$ cat src/verilog/video_pkg.sv
//**********************************************************
// video stream widths, channel count and sync delay depth
// pixel word types for the filter input and output side
//**********************************************************

package video_pkg;

    // colour depth on each side of the filter
    localparam int win  = 4;                // retro core colour bits
    localparam int wout = 5;                // widened colour bits

    // r, g and b run through identical channels
    localparam int num_chan = 3;

    // sync lags by this many strobes when filtering
    // matches the centre tap of the fir
    localparam int sync_stages = 3;

    typedef logic [win-1:0]  pix_in_t;      // one input colour
    typedef logic [wout-1:0] pix_out_t;     // one output colour

endpackage

$ cat src/verilog/filter_pkg.sv
//**********************************************************
// fir tap count, coefficient table and accumulator sizing
// shift and gap figures for the shared multiply-accumulate
//**********************************************************

package filter_pkg;

    localparam int num_taps = 5;            // filter order
    localparam int coeff_w  = 5;            // tap weight bits

    // three guard bits over the product, sum of weights is 34
    localparam int acc_w = video_pkg::win + coeff_w + 3;

    // drop weight bits but keep the extra output bit
    localparam int out_shift = coeff_w - (video_pkg::wout - video_pkg::win);

    // one tap per cycle plus the strobe cycle itself
    localparam int min_strobe_gap = num_taps + 1;

    // index 0 pairs with the newest sample
    typedef logic [0:num_taps-1][coeff_w-1:0] coeff_vec_t;

    localparam coeff_vec_t coeff_tab = {
        5'd0,                               // newest
        5'd7,
        5'd20,                              // centre tap
        5'd7,
        5'd0                                // oldest
    };

endpackage

$ cat src/verilog/video_sync_if.sv
//**********************************************************
// sync and blanking bundle between front end and output
//**********************************************************

`timescale 1ns/1ps

interface video_sync_if;

    logic hs;                               // horizontal sync
    logic vs;                               // vertical sync
    logic lhb;                              // horizontal blank, low active
    logic lvb;                              // vertical blank, low active

    // front end selects which sync goes out
    modport src (
        output hs,
        output vs,
        output lhb,
        output lvb
    );

    // output stage registers it with colour
    modport dst (
        input hs,
        input vs,
        input lhb,
        input lvb
    );

endinterface

$ cat src/verilog/sample_front.sv
//**********************************************************
// sample front end with strobe-clocked sync delay line
// delayed or raw sync selection, colour fan-out
//**********************************************************

`timescale 1ns/1ps

module sample_front (
    input  logic                clk,
    input  logic                arst_n,
    input  logic                spl_in,     // sample strobe
    input  logic                enable,     // filtering on
    input  video_pkg::pix_in_t  r_in,
    input  video_pkg::pix_in_t  g_in,
    input  video_pkg::pix_in_t  b_in,
    input  logic                hs_in,
    input  logic                vs_in,
    input  logic                lhb_in,
    input  logic                lvb_in,
    output video_pkg::pix_in_t  chan_in [video_pkg::num_chan],
    video_sync_if.src           sync
);

    import video_pkg::*;

    // entry 0 holds the sync of the current strobe
    // entries above it are the delay proper
    logic [sync_stages:0][3:0] sync_line;   // hs vs lhb lvb per entry
    logic [3:0]                sync_raw;
    logic [3:0]                sync_dly;

    assign sync_raw = {hs_in, vs_in, lhb_in, lvb_in};
    assign sync_dly = sync_line[sync_stages]; // lines up with centre tap

    // shifts only on strobes, idles in between
    always_ff @(posedge clk or negedge arst_n) begin
        if (!arst_n) begin
            sync_line <= '0;                // sync low out of reset
        end else if (spl_in) begin
            sync_line <= {sync_line[sync_stages-1:0], sync_raw};
        end
    end

    // bypass mode has no fir latency to match
    always_comb begin
        if (enable) begin
            {sync.hs, sync.vs, sync.lhb, sync.lvb} = sync_dly;
        end else begin
            {sync.hs, sync.vs, sync.lhb, sync.lvb} = sync_raw;
        end
    end

    // channel order r, g, b
    assign chan_in[0] = r_in;
    assign chan_in[1] = g_in;
    assign chan_in[2] = b_in;

endmodule

$ cat src/verilog/channel_fir.sv
//**********************************************************
// single colour channel, five-tap fir on one shared mac
// clamp to output range, bypass widening when disabled
//**********************************************************

`timescale 1ns/1ps

module channel_fir (
    input  logic                clk,
    input  logic                arst_n,
    input  logic                spl_in,     // sample strobe
    input  logic                enable,     // filtering on
    input  video_pkg::pix_in_t  din,
    output video_pkg::pix_out_t dout
);

    import video_pkg::*;
    import filter_pkg::*;

    pix_in_t [0:num_taps-1]        hist;    // index 0 newest
    coeff_vec_t                    coeff_q; // rotates with hist
    logic [num_taps-1:0]           steps;   // one-hot tap pointer
    logic                          busy;
    logic [win+coeff_w-1:0]        prod;
    logic [acc_w-1:0]              acc;
    logic [acc_w-1:0]              acc_sh;
    pix_out_t                      clamped;
    pix_out_t                      fir_q;   // held filtered word
    pix_out_t                      widened;

    // counter runs out to zero after the last tap
    assign busy = |steps;

    // both registers rotate in step, so the head pair is always one tap
    assign prod = coeff_q[0] * hist[0];

    // scale back to colour range
    assign acc_sh = acc >> out_shift;

    // saturate when the sum overshoots five bits
    always_comb begin
        if (|acc_sh[acc_w-1:wout]) begin
            clamped = '1;                   // flat white stays white
        end else begin
            clamped = acc_sh[wout-1:0];
        end
    end

    always_ff @(posedge clk or negedge arst_n) begin
        if (!arst_n) begin
            hist    <= '0;
            coeff_q <= '0;
            steps   <= '0;                  // idle
            acc     <= '0;
            fir_q   <= '0;
        end else if (spl_in) begin
            // accumulator holds the previous sample's sum here
            fir_q   <= clamped;
            hist    <= {din, hist[0:num_taps-2]}; // oldest drops out
            coeff_q <= coeff_tab;           // restart the table
            acc     <= '0;
            steps   <= num_taps'(1);        // first tap next cycle
        end else if (busy) begin
            acc     <= acc + acc_w'(prod);
            // full turn of num_taps rotations restores the order
            hist    <= {hist[1:num_taps-1], hist[0]};
            coeff_q <= {coeff_q[1:num_taps-1], coeff_q[0]};
            steps   <= steps << 1;          // last shift clears it
        end
    end

    // msbs copied into the new lsbs so 15 reaches 31
    assign widened = {din, din[win-1 -: wout-win]};

    // mux keeps bypass free of any extra cycle
    assign dout = enable ? fir_q : widened;

endmodule

$ cat src/verilog/blank_mux.sv
//**********************************************************
// output register stage, colour blanking and sync register
//**********************************************************

`timescale 1ns/1ps

module blank_mux (
    input  logic                clk,
    input  logic                arst_n,
    input  video_pkg::pix_out_t chan_out [video_pkg::num_chan],
    video_sync_if.dst           sync,
    output video_pkg::pix_out_t r_out,
    output video_pkg::pix_out_t g_out,
    output video_pkg::pix_out_t b_out,
    output logic                hs_out,
    output logic                vs_out,
    output logic                lhb_out,
    output logic                lvb_out
);

    import video_pkg::*;

    logic     vis;                          // inside the active area
    pix_out_t colour_q [num_chan];

    // either blank line low means no picture
    assign vis = sync.lhb & sync.lvb;

    // colour and sync share one edge so they stay aligned
    always_ff @(posedge clk or negedge arst_n) begin
        if (!arst_n) begin
            for (int i = 0; i < num_chan; i++) begin
                colour_q[i] <= '0;
            end
            hs_out  <= 1'b0;
            vs_out  <= 1'b0;
            lhb_out <= 1'b0;
            lvb_out <= 1'b0;
        end else begin
            for (int i = 0; i < num_chan; i++) begin
                colour_q[i] <= vis ? chan_out[i] : '0;
            end
            hs_out  <= sync.hs;
            vs_out  <= sync.vs;
            lhb_out <= sync.lhb;
            lvb_out <= sync.lvb;
        end
    end

    assign r_out = colour_q[0];
    assign g_out = colour_q[1];
    assign b_out = colour_q[2];

endmodule

$ cat src/verilog/video_bw_filter.sv
//**********************************************************
// video bandwidth filter top level
// front end, three fir channels and the output stage
//**********************************************************

`timescale 1ns/1ps

module video_bw_filter (
    input  logic                clk,
    input  logic                arst_n,
    input  logic                spl_in,     // sample strobe
    input  logic                enable,     // filtering on
    input  video_pkg::pix_in_t  r_in,
    input  video_pkg::pix_in_t  g_in,
    input  video_pkg::pix_in_t  b_in,
    input  logic                hs_in,
    input  logic                vs_in,
    input  logic                lhb_in,
    input  logic                lvb_in,
    output video_pkg::pix_out_t r_out,
    output video_pkg::pix_out_t g_out,
    output video_pkg::pix_out_t b_out,
    output logic                hs_out,
    output logic                vs_out,
    output logic                lhb_out,
    output logic                lvb_out
);

    import video_pkg::*;

    pix_in_t  chan_in  [num_chan];          // r g b into the firs
    pix_out_t chan_out [num_chan];          // filtered or widened

    video_sync_if sync_bus ();              // selected sync

    sample_front u_front (
        .clk     (clk),
        .arst_n  (arst_n),
        .spl_in  (spl_in),
        .enable  (enable),
        .r_in    (r_in),
        .g_in    (g_in),
        .b_in    (b_in),
        .hs_in   (hs_in),
        .vs_in   (vs_in),
        .lhb_in  (lhb_in),
        .lvb_in  (lvb_in),
        .chan_in (chan_in),
        .sync    (sync_bus.src)
    );

    // one mac per colour, all fed the same strobe
    for (genvar i = 0; i < num_chan; i++) begin : gen_chan
        channel_fir u_fir (
            .clk    (clk),
            .arst_n (arst_n),
            .spl_in (spl_in),
            .enable (enable),
            .din    (chan_in[i]),
            .dout   (chan_out[i])
        );
    end

    blank_mux u_blank (
        .clk      (clk),
        .arst_n   (arst_n),
        .chan_out (chan_out),
        .sync     (sync_bus.dst),
        .r_out    (r_out),
        .g_out    (g_out),
        .b_out    (b_out),
        .hs_out   (hs_out),
        .vs_out   (vs_out),
        .lhb_out  (lhb_out),
        .lvb_out  (lvb_out)
    );

endmodule

$ cat config.mk
export PLATFORM = sky130hd
export DESIGN_NAME = video_bw_filter
export DESIGN_NICKNAME = d
export VERILOG_FILES = /design/src/verilog/video_pkg.sv /design/src/verilog/filter_pkg.sv /design/src/verilog/video_sync_if.sv /design/src/verilog/sample_front.sv /design/src/verilog/channel_fir.sv /design/src/verilog/blank_mux.sv /design/src/verilog/video_bw_filter.sv
export SDC_FILE = /design/constraint.sdc
export NUM_CORES = 1
export LEC_CHECK = 0
export BUFFER_PORTS_ARGS = -buffer_cell sky130_fd_sc_hd__clkbuf_2
export CAP_MARGIN = 20
export CORE_MARGIN = 2
export CORE_UTILIZATION = 45
export DETAILED_ROUTE_END_ITERATION = 7
export GPL_ROUTABILITY_DRIVEN = 0
export PLACE_DENSITY = 0.67
export REMOVE_ABC_BUFFERS = 1
export SLEW_MARGIN = 20
export SYNTH_ARGS = -nofsm -noshare
export SYNTH_HDL_FRONTEND = slang
export SYNTH_SLANG_ARGS = --single-unit
$ cat constraint.sdc
create_clock -name clk -period 3.4 [get_ports clk]
set_clock_uncertainty 0.2 [all_clocks]
set_input_delay 0.34 -clock clk [delete_from_list [all_inputs] [get_ports clk]]
set_output_delay 0.34 -clock clk [all_outputs]
set_load 0.05 [all_outputs]
==> summary by stage <==
Status
The flow ran to the end, but the final reports show violations. The checks that failed: negative setup slack.

Floorplanning
In this run the core area contains 61 standard-cell rows. The I/O pin count is 39. The initial utilization of the core area, before any placement, comes to 0.454.

The chip width is 171 um. The core area is 0.0276 sq mm. From bottom edge to top edge, the die measures 171 um. The die covers 0.0292 sq mm.

Drt
The per-cell routed wire length is 14.7 um. The number of remaining DRC errors is 0. The final route contains 9270 vias. In this run, the number of DRC markers left after iteration 0 of detailed routing was 576. In this run the remaining antenna-violating nets after routing total 0. The count of TritonRoute iterations in the first routing pass is 5. The total wire length is 26400 um.

The via-per-instance ratio is 5.16.

Placed design
Timing analysis after detailed placement gives a worst setup slack of -0.494 ns. The count of input and output buffers is 38. The post-detailed-placement half-perimeter wirelength is 17400 um. After detailed placement, the design holds a cell count of 1718.

The cell area reported after detailed placement is 0.0136 sq mm.

STA
In the post-route analysis, the smallest setup slack over all paths is -0.401 ns. The final critical delay including setup and external delays is 3.80 ns. The number of failing hold endpoints at the final stage came to 0. For the pin with the worst max-slew slack, the measured transition is 0.776 ns.

The worst-case headroom to the max-slew limit is 0.482. The tightest hold margin is 0.00752 ns. For this run, the top clock speed supported by timing is 263 MHz.

Setup repair after global routing could not meet its margin everywhere. The count of pins over their slew limit was 0. The number of setup violations in the final report is 21. In the finished design, the share of the clock period the worst path needs comes to 1.12.

Synth
Among all cell types in the netlist, the one instantiated most often is sky130_fd_sc_hd__nand2_1. Of the post-synthesis cell area, the dominant cell type holds 0.471. The most used flip-flop cell after synthesis is sky130_fd_sc_hd__dfrtp_1. The cell area after synthesis is 0.0125 sq mm. Sorting the synthesized cells by area gives the leading types as sky130_fd_sc_hd__dfrtp_1 47%, sky130_fd_sc_hd__nand2_1 7.9%, sky130_fd_sc_hd__mux2i_1 5.9%, sky130_fd_sc_hd__fa_1 5.7%, sky130_fd_sc_hd__ha_1 5.7%. A synthesized cell averages 9.76 sq um. The number of synthesized flops with an enable pin is 0. The commonest cells after synthesis are 263 x sky130_fd_sc_hd__nand2_1, 236 x sky130_fd_sc_hd__dfrtp_1, 96 x sky130_fd_sc_hd__inv_1. The synthesized netlist contains 54 unique library cells.

The dominant cell type by area after synthesis is sky130_fd_sc_hd__dfrtp_1. Counting flops with an async set or reset pin after synthesis yields a share of 1.00. The share of the yosys chip area belonging to registers is 0.471. The yosys synthesis warning count is 0.

The synthesis-stage register bit count is 236. The number of instances in the synthesized netlist is 1286.

CTS
The clock transition at the registers of the reported paths is 0.06 ns. The TritonCTS sink count is 236. The maximum number of buffers from clock root to sink is 3. In this run, CTS created clock tree buffers numbering 26. TritonCTS built the clock tree.

The maximum level of the CTS H-tree is 1. The later pin in the worst-skew pair is clocked with a latency of 0.54 ns. The cell at the root of the clock tree is sky130_fd_sc_hd__clkbuf_16.

Critical path
The slowest stage of the critical path belongs to the cell sky130_fd_sc_hd__fa_1. The endpoint class of the critical path is a register. The largest fanout of any net on the critical path is 4.

The most numerous cell on the critical path is sky130_fd_sc_hd__fa_1. The largest single stage delay on the critical path is 0.51 ns. The critical path launch point type is a register. Data arrives at the worst endpoint at 4.06 ns. Walking the worst path, the cells encountered are and2_4, fa_1, fa_1, inv_2, fa_1, inv_2, ha_4, o21a_1, o31a_1, buf_4, nor3_2, or4_1, a21oi_2.

The kind of critical path is reg2reg. The required time at the endpoint of the critical path is 3.66 ns.

Cells and area
The count of nets after finishing is 1514. After routing the design area is 0.0153 sq mm. The repair_antennas step left the layout with diodes totalling 0. Compared with the post-synthesis result, the final layout area differs by 22.3%. Of the cells placed in the final design, the portion with a size suffix greater than 1 is 0.209. At the end of the flow the core is filled with cells to 0.555. Excluding fillers, the count of instances in the completed layout stands at 1796.

GRT
Entering global routing, the biggest net connects 90 pins. The wire length of the first global-routing pass is 44500 um. The via count of the first global-routing pass is 9085. For this run, the total global-route usage over all layers was measured as 0.185. The remaining global-route overflow is 0. The initial antenna violation count was 1.

Hold path
The path class of the lowest-slack min-delay path is in2reg.

Run
The max-cap violation count is 0.

Pwr
Dividing total power by cell area gives a power density of 549 mW/mm^2. The worst-case IR drop observed on VDD is 0.000408 V. Summed over all cells, the static leakage comes to 0.00729 uW.
## final cells by class
type | count | area (sq um)
Inverter | 97 | 364
Fill cell | 2405 | 12300
Clock inverter | 10 | 168
Clock buffer | 35 | 744
Tap cell | 378 | 473
Sequential cell | 236 | 5910
Timing Repair Buffer | 157 | 1210
Multi-Input combinational cell | 883 | 6480
## worst paths after layout
path	from	end	slack, ns	cells past startpoint
worst max-delay path	gen_chan[0].u_fir.hist[19]	gen_chan[0].u_fir.acc[11]	-0.40	13
worst min-delay path	spl_in	gen_chan[2].u_fir.steps[0]	0.008	1
worst max register to register	gen_chan[0].u_fir.hist[19]	gen_chan[0].u_fir.acc[11]	-0.40	13
worst min register to register	gen_chan[0].u_fir.steps[3]	gen_chan[0].u_fir.steps[4]	0.28	1
max in group asynchronous	arst_n	gen_chan[2].u_fir.acc[5]	1.96	3
min in group asynchronous	arst_n	u_front.sync_line[5]	0.21	2
## per-layer routing
layer / vias to the layer above / track usage / routed length (um)
li1: 4535 / - / -
met1: 4557 / 0.253 / 12200
met2: 125 / 0.306 / 12600
met3: 53 / 0.0248 / 808
met4: 0 / 0.0578 / 806
met5: - / 0 / 0
## logic make-up after synthesis
family,after synthesis,synth area share
compound gates,228,0.109
flops,236,0.471
simple gates,466,0.172
buf+inv,167,0.0551
fa+ha+maj,93,0.114
mux,96,0.0788
## where the power goes
part           switching [uW]  internal [uW]
Combinational            1120            938
Clock                    1140           1830
Sequential                231           3170
## worst max-delay path, delay by kind of cell (launching register included)
family,cells,cell delay [ns]
AOI/OAI and AO/OA,3,0.46
and+or+nand+nor,3,0.69
DFF,1,0.42
adders and majority gates,4,1.74
buffers and inverters,3,0.23
## stage by stage
step	TNS (ns)	total power (uW)
2_1_floorplan	-4.13	4450
3_5_place_dp	-6.59	5100
5_1_grt	-7.03	8890
6_report	-4.31	8420
4_1_cts	-3.66	8340
3_3_place_gp	-5.49	5050
## layout by cell type (no fill, tap or decap), types with 15 or more instances in the layout
cell type	synthesis	routed
sky130_fd_sc_hd__nor2b_1	25	21
sky130_fd_sc_hd__ha_1	57	47
sky130_fd_sc_hd__and2_1	52	44
sky130_fd_sc_hd__nor2_1	34	32
sky130_fd_sc_hd__nor3_1	21	18
sky130_fd_sc_hd__fa_1	36	36
sky130_fd_sc_hd__clkbuf_2	3	36
sky130_fd_sc_hd__o22a_1	15	15
sky130_fd_sc_hd__nand3_1	28	26
sky130_fd_sc_hd__a21oi_1	86	77
sky130_fd_sc_hd__mux2i_1	74	74
sky130_fd_sc_hd__dfrtp_1	236	236
sky130_fd_sc_hd__o21ai_0	73	66
sky130_fd_sc_hd__mux2_2	22	22
sky130_fd_sc_hd__inv_1	96	89
sky130_fd_sc_hd__dlygate4sd3_1	0	17
sky130_fd_sc_hd__clkbuf_16	0	26
sky130_fd_sc_hd__buf_4	7	90
sky130_fd_sc_hd__nand2_1	263	250
## sequential cells by signal, summed over array words and instances (netlist names), 5 cells and up
signal / count
gen_chan.u_fir.coeff_q: 75
gen_chan.u_fir.hist: 60
gen_chan.u_fir.acc: 36
gen_chan.u_fir.fir_q: 15
gen_chan.u_fir.steps: 15
u_front.sync_line: 12
u_blank.b_out: 5
u_blank.g_out: 5
u_blank.r_out: 5
## repair_timing
action / CTS / global route
setup buffers: 9 / 8
hold buffers: 17 / 0
setup endpoints to repair: 23 / 24
gates resized for setup: 60 / 61
hold endpoints to repair: 120 / 0
pin swaps: 35 / 31
No activity file was read; power rests on OpenSTA's default activity.
